--- src/rtl/ccc_target_consts.svh ---
/*
  CCC target constants
  code values, register file addresses and data word size
*/
`ifndef CCC_TARGET_CONSTS_SVH
`define CCC_TARGET_CONSTS_SVH

// broadcast codes that carry a two byte data word
`define CCC_SETMWL_BC 8'h09 // set max write length
`define CCC_SETMRL_BC 8'h0A // set max read length

// remaining known codes, no data word on this target
`define CCC_KNOWN \
  8'h00, 8'h01, 8'h80, 8'h81, \
  8'h89, 8'h8B, 8'h8A, 8'h8C, \
  8'h90, 8'h2A, 8'h9A, 8'h8D, \
  8'h8E, 8'h8F

// register file layout
`define REGF_ADDR_W   8    // regf address width
`define REGF_MWL_BASE 8'd0 // mwl bytes at 0 and 1
`define REGF_MRL_BASE 8'd2 // mrl bytes at 2 and 3

// data word length in bytes
`define CCC_DATA_BYTES 2

`endif

--- src/rtl/ccc_target_pkg.sv ---
/*
  CCC target types
  phy modes, request and status structs, register write and FSM states
*/
`include "ccc_target_consts.svh"

package ccc_target_pkg;

  // receive phy modes
  typedef enum logic [3:0] {
    RX_PREAMBLE    = 4'd0,
    RX_CCC_VALUE   = 4'd1,
    RX_DATA_BYTE   = 4'd2, // one byte of the data word
    RX_CMD_PARITY  = 4'd3,
    RX_DATA_PARITY = 4'd4,
    RX_TOKEN_CRC   = 4'd7,
    RX_CRC_VALUE   = 4'd8
  } rx_mode_e;

  // transmit phy modes
  typedef enum logic {
    TX_ONE_PREAMBLE  = 1'b0, // reject
    TX_ZERO_PREAMBLE = 1'b1  // accept
  } tx_mode_e;

  typedef struct packed {
    logic     en;   // one cycle request
    rx_mode_e mode; // valid with en
  } rx_req_t;

  typedef struct packed {
    logic     en;
    tx_mode_e mode;
  } tx_req_t;

  typedef struct packed {
    logic rx_done;      // pulse
    logic tx_done;      // pulse
    logic rx_error;     // with rx_done
    logic preamble_bit; // with rx_done
  } phy_status_t;

  typedef struct packed {
    logic                    wr_en;
    logic [`REGF_ADDR_W-1:0] addr;
  } regf_wr_t;

  // frame FSM states
  typedef enum logic [3:0] {
    ST_IDLE, ST_PREAMBLE, ST_ACK, ST_CCC_VALUE, ST_CMD_PARITY,
    ST_DATA, ST_DATA_PARITY, ST_TOKEN_CRC, ST_CRC_VALUE
  } frame_state_e;

endpackage

--- src/rtl/ccc_code_decoder.sv ---
/*
  CCC code decoder
  flags known codes and the ones with a data word, gives the regf base
*/
`timescale 1ns/1ns
`include "ccc_target_consts.svh"

module ccc_code_decoder (
  input  logic [7:0]              i_ccc_value,
  output logic                    o_known,
  output logic                    o_has_data,
  output logic [`REGF_ADDR_W-1:0] o_base_addr
);

  always_comb begin
    o_known     = 1'b0; // unknown by default
    o_has_data  = 1'b0;
    o_base_addr = '0;
    case (i_ccc_value)
      `CCC_SETMWL_BC: begin
        o_known     = 1'b1;
        o_has_data  = 1'b1;
        o_base_addr = `REGF_MWL_BASE; // mwl pair
      end
      `CCC_SETMRL_BC: begin
        o_known     = 1'b1;
        o_has_data  = 1'b1;
        o_base_addr = `REGF_MRL_BASE; // mrl pair
      end
      `CCC_KNOWN: begin
        o_known = 1'b1; // parity then crc, nothing stored
      end
      default: begin
        o_known = 1'b0; // frame ends right after the code
      end
    endcase
  end

endmodule

--- src/rtl/ccc_byte_counter.sv ---
/*
  Data byte counter
  tracks which byte of the data word is being received
*/
`timescale 1ns/1ns
`include "ccc_target_consts.svh"

module ccc_byte_counter (
  input  logic i_sys_clk,
  input  logic i_sys_rst,
  input  logic i_strobe,    // one data byte done
  input  logic i_clear,     // new code accepted
  output logic o_byte_index,
  output logic o_last_byte
);

  localparam int CNT_W = $clog2(`CCC_DATA_BYTES);
  localparam logic [CNT_W-1:0] LAST_IDX = CNT_W'(`CCC_DATA_BYTES - 1);

  logic [CNT_W-1:0] cnt_q;

  always_ff @(posedge i_sys_clk or negedge i_sys_rst) begin
    if (!i_sys_rst) begin
      cnt_q <= '0;
    end else if (i_clear) begin
      cnt_q <= '0; // start of a new data word
    end else if (i_strobe) begin
      if (cnt_q == LAST_IDX)
        cnt_q <= '0; // wrap after the last byte
      else
        cnt_q <= cnt_q + 1'b1;
    end
  end

  assign o_byte_index = cnt_q;
  assign o_last_byte  = (cnt_q == LAST_IDX); // byte now in flight is the last

endmodule

--- src/rtl/ccc_regf_writer.sv ---
/*
  Register file writer
  latches the code's base address, one write per received data byte
*/
`timescale 1ns/1ns
`include "ccc_target_consts.svh"

module ccc_regf_writer (
  input  logic                     i_sys_clk,
  input  logic                     i_sys_rst,
  input  logic                     i_code_accept,
  input  logic [`REGF_ADDR_W-1:0]  i_base_addr,
  input  logic                     i_byte_strobe,
  input  logic                     i_byte_index,
  output ccc_target_pkg::regf_wr_t o_regf_wr
);

  import ccc_target_pkg::*;

  logic [`REGF_ADDR_W-1:0] base_q; // base of the current code
  regf_wr_t                wr_q;

  // taken from the decoder on each accepted code
  always_ff @(posedge i_sys_clk) begin
    if (i_code_accept)
      base_q <= i_base_addr;
  end

  always_ff @(posedge i_sys_clk or negedge i_sys_rst) begin
    if (!i_sys_rst) begin
      wr_q <= '0;
    end else begin
      wr_q.wr_en <= i_byte_strobe; // one cycle pulse
      if (i_byte_strobe)
        wr_q.addr <= base_q + `REGF_ADDR_W'(i_byte_index); // lsb first
    end
  end

  assign o_regf_wr = wr_q;

endmodule

--- src/rtl/ccc_frame_fsm.sv ---
/*
  CCC frame FSM
  steps rx and tx phys through one frame, registered requests and done
*/
`timescale 1ns/1ns

module ccc_frame_fsm (
  input  logic                        i_sys_clk,
  input  logic                        i_sys_rst,
  input  logic                        i_engine_en,
  input  ccc_target_pkg::phy_status_t i_phy,
  input  logic                        i_known,
  input  logic                        i_has_data,
  input  logic                        i_last_byte,
  output ccc_target_pkg::rx_req_t     o_rx_req,
  output ccc_target_pkg::tx_req_t     o_tx_req,
  output logic                        o_byte_strobe, // same cycle as data rx_done
  output logic                        o_code_accept, // same cycle as code rx_done
  output logic                        o_engine_done
);

  import ccc_target_pkg::*;

  frame_state_e state_q, state_d;
  rx_req_t      rx_req_q, rx_req_d;
  tx_req_t      tx_req_q, tx_req_d;
  logic         done_q, done_d;

  always_comb begin
    state_d       = state_q;
    rx_req_d      = '0; // requests are pulses
    tx_req_d      = '0;
    done_d        = 1'b0;
    o_byte_strobe = 1'b0;
    o_code_accept = 1'b0;
    if (!i_engine_en) begin
      state_d = ST_IDLE; // silent drop, no done
    end else begin
      case (state_q)
        ST_IDLE: begin
          rx_req_d = '{en: 1'b1, mode: RX_PREAMBLE};
          state_d  = ST_PREAMBLE;
        end
        ST_PREAMBLE: if (i_phy.rx_done) begin
          if (i_phy.preamble_bit) begin
            tx_req_d = '{en: 1'b1, mode: TX_ZERO_PREAMBLE}; // ack
            state_d  = ST_ACK;
          end else begin
            done_d  = 1'b1; // not a command word
            state_d = ST_IDLE;
          end
        end
        ST_ACK: if (i_phy.tx_done) begin
          rx_req_d = '{en: 1'b1, mode: RX_CCC_VALUE};
          state_d  = ST_CCC_VALUE;
        end
        ST_CCC_VALUE: if (i_phy.rx_done) begin
          if (i_known) begin
            rx_req_d      = '{en: 1'b1, mode: RX_CMD_PARITY};
            o_code_accept = 1'b1; // writer takes base, counter clears
            state_d       = ST_CMD_PARITY;
          end else begin
            done_d  = 1'b1; // unknown code
            state_d = ST_IDLE;
          end
        end
        ST_CMD_PARITY: if (i_phy.rx_done) begin
          if (i_phy.rx_error) begin
            done_d  = 1'b1;
            state_d = ST_IDLE;
          end else if (i_has_data) begin
            rx_req_d = '{en: 1'b1, mode: RX_DATA_BYTE};
            state_d  = ST_DATA;
          end else begin
            rx_req_d = '{en: 1'b1, mode: RX_TOKEN_CRC}; // skip data word
            state_d  = ST_TOKEN_CRC;
          end
        end
        ST_DATA: if (i_phy.rx_done) begin
          o_byte_strobe = 1'b1;
          if (i_last_byte) begin
            rx_req_d = '{en: 1'b1, mode: RX_DATA_PARITY};
            state_d  = ST_DATA_PARITY;
          end else begin
            rx_req_d = '{en: 1'b1, mode: RX_DATA_BYTE}; // next byte
          end
        end
        ST_DATA_PARITY: if (i_phy.rx_done) begin
          if (i_phy.rx_error) begin
            done_d  = 1'b1;
            state_d = ST_IDLE;
          end else begin
            rx_req_d = '{en: 1'b1, mode: RX_TOKEN_CRC};
            state_d  = ST_TOKEN_CRC;
          end
        end
        ST_TOKEN_CRC: if (i_phy.rx_done) begin
          if (i_phy.rx_error) begin
            done_d  = 1'b1;
            state_d = ST_IDLE;
          end else begin
            rx_req_d = '{en: 1'b1, mode: RX_CRC_VALUE};
            state_d  = ST_CRC_VALUE;
          end
        end
        ST_CRC_VALUE: if (i_phy.rx_done) begin
          done_d  = 1'b1; // end of frame, error or not
          state_d = ST_IDLE;
        end
        default: state_d = ST_IDLE;
      endcase
    end
  end

  always_ff @(posedge i_sys_clk or negedge i_sys_rst) begin
    if (!i_sys_rst) begin
      state_q  <= ST_IDLE;
      rx_req_q <= '0;
      tx_req_q <= '0;
      done_q   <= 1'b0;
    end else begin
      state_q  <= state_d;
      rx_req_q <= rx_req_d;
      tx_req_q <= tx_req_d;
      done_q   <= done_d;
    end
  end

  assign o_rx_req      = rx_req_q;
  assign o_tx_req      = tx_req_q;
  assign o_engine_done = done_q;

endmodule

--- src/rtl/ccc_target.sv ---
/*
  CCC target engine top
  frame FSM, code decoder, byte counter and regf writer
*/
`timescale 1ns/1ns
`include "ccc_target_consts.svh"

module ccc_target (
  input  logic                        i_sys_clk,
  input  logic                        i_sys_rst,
  input  logic                        i_engine_en,
  input  ccc_target_pkg::phy_status_t i_phy,
  input  logic [7:0]                  i_ccc_value,  // held from code done to frame end
  output ccc_target_pkg::rx_req_t     o_rx_req,
  output ccc_target_pkg::tx_req_t     o_tx_req,
  output ccc_target_pkg::regf_wr_t    o_regf_wr,
  output logic                        o_engine_done
);

  logic                    known;
  logic                    has_data;
  logic [`REGF_ADDR_W-1:0] base_addr;
  logic                    byte_strobe;
  logic                    code_accept;
  logic                    byte_index;
  logic                    last_byte;

  ccc_frame_fsm u_fsm (
    .i_sys_clk     (i_sys_clk),
    .i_sys_rst     (i_sys_rst),
    .i_engine_en   (i_engine_en),
    .i_phy         (i_phy),
    .i_known       (known),
    .i_has_data    (has_data),
    .i_last_byte   (last_byte),
    .o_rx_req      (o_rx_req),
    .o_tx_req      (o_tx_req),
    .o_byte_strobe (byte_strobe),
    .o_code_accept (code_accept),
    .o_engine_done (o_engine_done)
  );

  ccc_code_decoder u_decoder (
    .i_ccc_value (i_ccc_value),
    .o_known     (known),
    .o_has_data  (has_data),
    .o_base_addr (base_addr)
  );

  ccc_byte_counter u_counter (
    .i_sys_clk    (i_sys_clk),
    .i_sys_rst    (i_sys_rst),
    .i_strobe     (byte_strobe),
    .i_clear      (code_accept), // fresh count per code
    .o_byte_index (byte_index),
    .o_last_byte  (last_byte)
  );

  ccc_regf_writer u_writer (
    .i_sys_clk     (i_sys_clk),
    .i_sys_rst     (i_sys_rst),
    .i_code_accept (code_accept),
    .i_base_addr   (base_addr),
    .i_byte_strobe (byte_strobe),
    .i_byte_index  (byte_index),
    .o_regf_wr     (o_regf_wr)
  );

endmodule

--- config.mk ---
export PLATFORM = sky130hd
export DESIGN_NAME = ccc_target
export DESIGN_NICKNAME = d
export VERILOG_FILES = /design/src/rtl/ccc_target_pkg.sv /design/src/rtl/ccc_code_decoder.sv /design/src/rtl/ccc_byte_counter.sv /design/src/rtl/ccc_regf_writer.sv /design/src/rtl/ccc_frame_fsm.sv /design/src/rtl/ccc_target.sv
export VERILOG_INCLUDE_DIRS = /design/src /design/src/rtl
export SDC_FILE = /design/constraint.sdc
export NUM_CORES = 1
export LEC_CHECK = 0
export ABC_CLOCK_PERIOD_IN_PS = 2900
export BUFFER_PORTS_ARGS = -buffer_cell sky130_fd_sc_hd__buf_2
export CORE_AREA = 5 5 62 50
export DETAILED_ROUTE_END_ITERATION = 10
export DIE_AREA = 0 0 67 55
export MAX_ROUTING_LAYER = met4
export PLACE_DENSITY = 0.73
export SLEW_MARGIN = 20
export SYNTH_ARGS = -nofsm -noshare
export SYNTH_HDL_FRONTEND = slang
export SYNTH_SLANG_ARGS = --single-unit
--- constraint.sdc ---
create_clock -name i_sys_clk -period 2.9 [get_ports i_sys_clk]
set_input_delay 0.29 -clock i_sys_clk [delete_from_list [all_inputs] [get_ports i_sys_clk]]
set_output_delay 0.29 -clock i_sys_clk [all_outputs]
set_load 0.02 [all_outputs]
==> flow_summary.ini, run 1 <==
[run_status]
outcome = completed

[global_route]
grt_pass1_vias = 897
overflow = 0
grt_max_degree = 20
grt_pass1_wl_um = 3900
antenna_found_initial = 0
grt.total_usage_pct = 14.8

[clocking]
cts_made_buffers = 3
htree_levels = 1
clockRootBuffer = clkbuf_4
clk_latency_ns = 0.29
postCtsSetupBuffers = 0
cts_tree = built
cts.sinks = 16
clockBufferDepth = 2
clk_pin_slew_ns = 0.09
cts_resized = 0
ctsHoldBuffers = 1

[final_layout]
nets = 146
final_common_cell = buf_2
area_growth_pct = 14.3
stdcell_count = 166
diodes = 0
fill_cells = 247
layout-drive-gt1-share_pct = 26.9
final_cell_mix = buf_2, dfrtp_1, nor2_1

[yosys]
syn_inst = 108
ys_ff_latch = 16
synth-edff-count = 1
synth.cell_area_um2 = 1040
async_reset_ff_share_pct = 93.8
ys_warn_count = 0
synth_top_flop_cell = dfrtp_1
ys_seq_area_share_pct = 38.8
synth.distinct_cells = 47
syn_area_per_cell_um2 = 9.66

[timing]
fin_crit_sh_pct = 64.2
setup_viol = 0
period_minus_slack_ns = 1.86
grt_setup_unrepaired = false
fmaxAchievable_mhz = 537
relSlewSlack_pct = 66.3
worstMarginPinSlew_ns = 0.506
skew_ns = 0.00232
finalHoldViolations = 0
tns_ns = 0
slew_violations = 0

[run]
cap_violations = 0

[setup_path]
cp.required_ns = 3.08
cp.arrival_ns = 2.04
crit_path_end_kind = flip-flop
cp_max_fo = 11
criticalPathCategory = reg2reg
start_kind = flip-flop

[routing]
drc = 0
drtPass1Iterations = 4
drtIter0Drc = 52
drt_wl_total_um = 2400
num_vias = 914
via_per_inst = 5.51
antenna_left = 0
wire_per_inst_um = 14.5

[die]
die-area_um2 = 3690
dieWidth_um = 67
start_util_pct = 42.4
rows = 16
chipHeight_um = 55
io_pins = 32
coreArea_um2 = 2460

[pwr]
leakage_nw = 0.573
total_power_mw = 0.490
power_density_nw_per_um2 = 411
ir_drop_uv = 159

[placed_design]
gp_congestion = 0.888
place_hpwl_um = 1860
dp_cells = 161
port_buffers = 25

[hold_path]
min_path_type = in2reg
[power by group]
group          switching [mW]  leakage [nW]  total [mW]  internal, mW
Sequential             0.0127         0.217       0.245         0.232
Clock                  0.0717        0.0210       0.148        0.0765
Combinational          0.0563         0.335      0.0971        0.0408
[metal layers]
layer	up-vias	global-route usage [%]	wire [um]
met4	0	9.43	25
met2	58	24.1	1170
met1	426	17.5	995
li1	428	-	-
met5	-	-	0
met3	2	2.02	205
[per-stage QoR]
stage / hold WS, ns / utilization, % / setup WS [ns] / area [um2]
final: 0.250 / 48.4 / 1.04 / 1190
after global routing: 0.261 / 48.4 / 0.904 / 1190
after CTS: 0.245 / 48.4 / 1.05 / 1190
after detailed placement: 0.216 / 46.5 / 1.07 / 1150
after global placement: 0.213 / 46.5 / 1.11 / 1150
after floorplan: -0.00559 / - / 1.20 / 1060
[critical path, cell delays in order, from the launching register on]
cell      delay, ns
dfrtp_1        0.51
nand2b_1       0.30
or3b_4         0.46
nor2_4         0.14
mux2_1         0.33
[registers in the layout, indices dropped and copies added, names as in the netlist]
register                cells
u_fsm.o_rx_req              5
u_fsm.state_q               4
u_writer.o_regf_wr          3
u_counter.o_byte_index      1
u_fsm.o_engine_done         1
u_fsm.o_tx_req              1
u_writer.base_q             1
[cell usage after synthesis, types with 2 or more instances]
cell / instances / area [um2]
a21oi_1: 4 / 20.0
a22o_1: 2 / 17.5
a31oi_1: 2 / 12.5
and2_1: 2 / 12.5
and3_1: 2 / 12.5
and3b_1: 2 / 17.5
buf_2: 3 / 15.0
buf_4: 7 / 52.6
clkbuf_1: 2 / 7.51
dfrtp_1: 15 / 375
inv_1: 2 / 7.51
mux2_1: 2 / 22.5
nand2_1: 5 / 18.8
nand2b_1: 5 / 31.3
nand3_1: 2 / 10.0
nand3b_1: 2 / 15.0
nand4b_1: 2 / 17.5
nor2_1: 9 / 33.8
nor2b_1: 4 / 25.0
nor3_1: 3 / 15.0
nor4bb_1: 3 / 30.0
o21a_1: 2 / 15.0
o21bai_1: 2 / 15.0
[final timing paths]
kind	start	end	slack, ns	depth (start not counted)
setup / recovery	u_fsm.state_q[1]	u_writer.o_regf_wr[0]	1.04	4
hold / removal	i_phy[0]	u_fsm.o_tx_req[1]	0.25	3
setup reg to reg	u_fsm.state_q[1]	u_writer.o_regf_wr[0]	1.04	4
hold reg to reg	u_writer.base_q[1]	u_writer.o_regf_wr[1]	0.48	1
max in group asynchronous	i_sys_rst	u_fsm.state_q[2]	2.22	2
min in group asynchronous	i_sys_rst	u_writer.o_regf_wr[8]	0.43	2
[area by class of cell]
class	instances	area [um2]	share of cell area [%]
Timing Repair Buffer	26	135	11.3
Inverter	2	7.51	0.630
Clock buffer	4	36.3	3.04
Tap cell	36	45.0	3.78
Sequential cell	16	405	34.0
Multi-Input combinational cell	82	563	47.2
[cell families after synthesis]
kind of cell           after synthesis  synth area share [%]
flip-flops                          16                  38.8
multiplexers                         3                  3.12
XOR/XNOR                             1                 0.839
AND/OR/NAND/NOR                     48                  29.5
AO/OA/AOI/OAI                       24                  18.3
buffers and inverters               15                  8.99
other                                1                 0.359
No activity file was read; power rests on OpenSTA's default activity.
==> inputs of run 2 (changes only) <==
--- a/config.mk
+++ b/config.mk
@@ -6,13 +6,13 @@
 export SDC_FILE = /design/constraint.sdc
 export NUM_CORES = 1
 export LEC_CHECK = 0
-export ABC_CLOCK_PERIOD_IN_PS = 2900
+export ABC_CLOCK_PERIOD_IN_PS = 1600
 export BUFFER_PORTS_ARGS = -buffer_cell sky130_fd_sc_hd__buf_2
 export CORE_AREA = 5 5 62 50
 export DETAILED_ROUTE_END_ITERATION = 10
 export DIE_AREA = 0 0 67 55
 export MAX_ROUTING_LAYER = met4
-export PLACE_DENSITY = 0.73
+export PLACE_DENSITY = 0.75
 export SLEW_MARGIN = 20
 export SYNTH_ARGS = -nofsm -noshare
 export SYNTH_HDL_FRONTEND = slang
==> constraint.sdc (replaced) <==
create_clock -name i_sys_clk -period 1.6 [get_ports i_sys_clk]
set_input_delay 0.16 -clock i_sys_clk [delete_from_list [all_inputs] [get_ports i_sys_clk]]
set_output_delay 0.16 -clock i_sys_clk [all_outputs]
set_load 0.02 [all_outputs]
==> run 2 against run 1 <==
The run now ends with negative setup slack left; clock power is 48% higher; register-to-register slack worse by 1.1 ns; critical path depth is 2 higher; first-iteration DRC count is 46% lower; total power is 94% higher; non-clock buffer count is 25 higher; routed wire length is 20% higher; cell count is 15% higher; worst setup slack worse by 1.1 ns; utilization is 12 points higher.
==> flow_summary.ini, run 2 (synthesized netlist as in run 1, its figures left out) <==
[die]
rows = 16
chipHeight_um = 55
coreArea_um2 = 2460
dieWidth_um = 67
io_pins = 32
start_util_pct = 42.4
die-area_um2 = 3690

[timing]
slew_violations = 0
tns_ns = -0.217
fin_hold_ws_ns = 0.134
skew_ns = 0.00521
finalWorstSetupSlack_ns = -0.0622
setup_viol = 6
finalHoldViolations = 0
period_minus_slack_ns = 1.66
fmaxAchievable_mhz = 602
fin_crit_sh_pct = 104
grt_setup_unrepaired = true

[final_layout]
diodes = 0
final_cell_mix = buf_2, buf_4, dfrtp_1
stdcell_count = 191
final_common_cell = buf_2
area_growth_pct = 42.6
multi_input_area_um2 = 647
layout-drive-gt1-share_pct = 48.4
register_area_um2 = 410
fill_cells = 210
largest_register_ffs = 5
nets = 171

[global_route]
grt.total_usage_pct = 16.4
overflow = 0
antenna_found_initial = 0
grt_pass1_wl_um = 4240
grt_pass1_vias = 910
grt_max_degree = 16

[run]
cap_violations = 0

[hold_path]
min_path_type = in2reg
hold_start = i_engine_en

[placed_design]
gp_congestion = 0.905
place_ws_ns = -0.113
place_hpwl_um = 1980
dp_cells = 176
port_buffers = 25

[routing]
drtIter0Drc = 28
num_vias = 1025
wire_per_inst_um = 15.1
drt_wl_total_um = 2890
drtPass1Iterations = 4
antenna_left = 0
via_per_inst = 5.37
drc = 0

[clocking]
clk_pin_slew_ns = 0.09
htree_levels = 1
clockRootBuffer = clkbuf_4
cts_tree = built
cts.sinks = 16
cts_made_buffers = 3
clockBufferDepth = 2
clk_latency_ns = 0.28

[setup_path]
criticalPathCategory = reg2reg
cp_max_fo = 5
cp.required_ns = 1.77
r2r-start = u_fsm.state_q[0]
crit_path_end_kind = flip-flop
cp.arrival_ns = 1.83
start_kind = flip-flop
critical_path.startpoint = u_fsm.state_q[0]

[pwr]
total_power_mw = 0.950
leakage_nw = 0.713
ir_drop_uv = 330
power_density_nw_per_um2 = 639

[run_status]
outcome = finished, violations left
violations = negative setup slack
==> run 2: final timing paths <==
| check | endpoint | slack [ns] | cells after the start |
|---|---|---|---|
| worst max-delay path | u_writer.o_regf_wr[1] | -0.06 | 6 |
| worst min-delay path | u_fsm.state_q[3] | 0.13 | 2 |
| worst max register to register | u_writer.o_regf_wr[1] | -0.06 | 6 |
| worst min register to register | u_writer.o_regf_wr[1] | 0.49 | 1 |
| max in group asynchronous | u_fsm.state_q[0] | 1.04 | 2 |
| min in group asynchronous | u_writer.o_regf_wr[0] | 0.29 | 2 |
==> run 2: area by class of cell <==
class,count,share of cell area [%]
inverters,2,0.505
well taps,36,3.03
multi-input cells,82,43.5
flip-flops and latches,16,27.6
clock buffers,4,1.77
repair buffers,51,23.6
==> run 2: where the power goes <==
group | switching (mW) | internal, mW
combinational | 0.147 | 0.146
clock | 0.123 | 0.0967
sequential | 0.0149 | 0.422
==> run 2: metrics by stage <==
stage / util (%) / instance area, um2
after detailed placement: 51.6 / 1270
final: 60.4 / 1490
after global routing: 60.4 / 1490
after global placement: 51.6 / 1270
after floorplan: - / 1080
after CTS: 55.9 / 1380
==> run 2: timing repair <==
| item | CTS | global route |
|---|---|---|
| hold endpoints to repair | 15 | 0 |
| setup endpoints to repair | 11 | 11 |
| setup buffers | 4 | 6 |
| pin swaps | 0 | 4 |
| hold buffers | 1 | 0 |
| gates resized for setup | 9 | 17 |
==> run 2: per-layer routing <==
layer / up-vias / part of all wire [%] / global-route usage, %
li1: 477 / - / -
met1: 495 / 45 / 21.1
met2: 45 / 47 / 25.0
met3: 8 / 6.1 / 2.83
met4: 0 / 2.2 / 8.08
met5: - / 0 / -
==> run 2: critical path: stages (launching register included) <==
cell and delay (ns):
dfrtp_2 0.40, buf_6 0.14, buf_12 0.10, nand2b_4 0.05
or3b_4 0.39, nor2_4 0.15, mux2_4 0.31
==> inputs of run 3 (changes only) <==
--- a/config.mk
+++ b/config.mk
@@ -13,6 +13,7 @@
 export DIE_AREA = 0 0 67 55
 export MAX_ROUTING_LAYER = met4
 export PLACE_DENSITY = 0.75
+export SETUP_SLACK_MARGIN = 0.4
 export SLEW_MARGIN = 20
 export SYNTH_ARGS = -nofsm -noshare
 export SYNTH_HDL_FRONTEND = slang
==> run 3 against run 2 <==
The run still ends with negative setup slack left; critical path type unchanged; routed wire length is 4.7% lower; highest routed layer unchanged; worst hold slack worse by 0.0053 ns; largest power group unchanged; critical path depth did not move.
==> flow_summary.ini, run 3 (synthesized netlist as in run 1, its figures left out) <==
[placed_design]
gp_congestion = 0.909
dp_cells = 176
place_hpwl_um = 2080
port_buffers = 25
postPlaceCellArea_um2 = 1320

[hold_path]
min_path_type = in2reg
min_to = u_fsm.o_tx_req[1]
hold_start = i_phy[0]
holdPathStages = 3

[setup_path]
crit_path_end_kind = flip-flop
rr_worst_depth = 6
reg2reg_slack_ns = -0.09
cp.required_ns = 1.77
r2r-end = u_writer.o_regf_wr[0]
criticalPathCategory = reg2reg
critical_path.startpoint = u_fsm.state_q[0]
cp.arrival_ns = 1.86
cp_max_fo = 4
start_kind = flip-flop
r2r-start = u_fsm.state_q[0]

[pwr]
ir_drop_uv = 309
pwr-share-seq_pct = 45.9
power.switching_mw = 0.285
clkPwrFrac_pct = 23.3
combPwrFrac_pct = 30.8
p_int_mw = 0.664
total_power_mw = 0.949
leakage_nw = 0.691
sw_frac_of_total_pct = 30.0
power_density_nw_per_um2 = 644

[timing]
grt_setup_unrepaired = true
fin_crit_sh_pct = 105
skew_ns = 0.0107
tns_ns = -0.321
fmaxAchievable_mhz = 593
slew_violations = 0
fin_hold_ws_ns = 0.129
finalWorstSetupSlack_ns = -0.0855
finalHoldViolations = 0
setup_viol = 7
period_minus_slack_ns = 1.69

[die]
rows = 16
dieWidth_um = 67
io_pins = 32
start_util_pct = 42.4
chipHeight_um = 55
coreArea_um2 = 2460
die-area_um2 = 3690

[global_route]
grt.total_usage_pct = 16.5
grt_pass1_wl_um = 4300
overflow = 0
grt_max_degree = 16
grt_pass1_vias = 948
antenna_found_initial = 0

[final_layout]
layout-drive-gt1-share_pct = 48.0
fill_cells = 233
final_common_cell = buf_2
final_cell_mix = buf_2, buf_4, dfrtp_1
area_growth_pct = 41.2
diodes = 0
stdcell_count = 188
fin_area_um2 = 1470
largest_register_ffs = 5
nets = 168

[clocking]
clockBufferDepth = 2
clockRootBuffer = clkbuf_4
cts_made_buffers = 3
htree_levels = 1
cts.sinks = 16
clk_pin_slew_ns = 0.10
cts_tree = built
clk_latency_ns = 0.29

[run_status]
violations = negative setup slack
outcome = finished, violations left

[routing]
via_per_inst = 5.25
wire_per_inst_um = 14.6
num_vias = 987
drtPass1Iterations = 4
drt_wl_total_um = 2750
drc = 0
antenna_left = 0
drtIter0Drc = 58

[run]
cap_violations = 0
## run 3: cell types whose count changed in the layout (fill, tap and decap cells not counted), sizes merged
cell	before	now
buf	50	47
## run 3: through the flow
stage / setup slack, ns / util, %
2_1_floorplan: -0.0237 / -
3_3_place_gp: -0.0560 / 53.4
3_5_place_dp: -0.142 / 53.4
4_1_cts: -0.0591 / 56.0
5_1_grt: -0.137 / 59.9
6_report: -0.0855 / 59.9
## run 3: worst max-delay path by stage
stage	slack [ns]	endpoint
final	-0.09	u_writer.o_regf_wr[0]
after global routing	-0.14	u_writer.o_regf_wr[0]
after CTS	-0.06	u_fsm.state_q[1]
after detailed placement	-0.14	u_fsm.state_q[1]
after global placement	-0.06	u_fsm.state_q[1]
after floorplan	-0.02	u_writer.o_regf_wr[0]
## run 3: repair_timing
item / CTS / global route
hold buffers: 1 / 0
setup buffers: 3 / 4
pin swaps: 1 / 6
endpoints found under the setup margin: 16 / 16
hold endpoints to repair: 15 / 0
gates resized for setup: 3 / 15
## run 3: power by group through the flow
stage	clock network [mW]	logic (mW)	registers (mW)
after detailed placement	0	0.229	0.450
after global routing	0.251	0.315	0.437
after floorplan	0	0.156	0.446
after CTS	0.231	0.252	0.438
after global placement	0	0.223	0.448
final	0.222	0.292	0.435
## run 3: worst max-delay path, cell delays in order, from the launching register on
cell and delay [ns]:
dfrtp_2 0.40, buf_6 0.11, buf_6 0.09, nand2b_4 0.05, or3b_4 0.41, nor2_4 0.18
mux2_4 0.31
## run 3: cell type report
cell class / count / area, um2 / share of cell area (%)
flip-flops and latches: 16 / 409 / 27.8
multi-input cells: 82 / 671 / 45.5
repair buffers: 48 / 315 / 21.4
inverters: 2 / 7.51 / 0.509
clock buffers: 4 / 26.3 / 1.78
well taps: 36 / 45.0 / 3.06
## run 3: metal layers
metal | up-vias | routed length [um] | GRT usage (%)
met4 | 0 | 44 | 6.06
met3 | 5 | 169 | 3.43
li1 | 473 | - | -
met1 | 471 | 1260 | 19.8
met2 | 38 | 1280 | 27.7
met5 | - | 0 | -
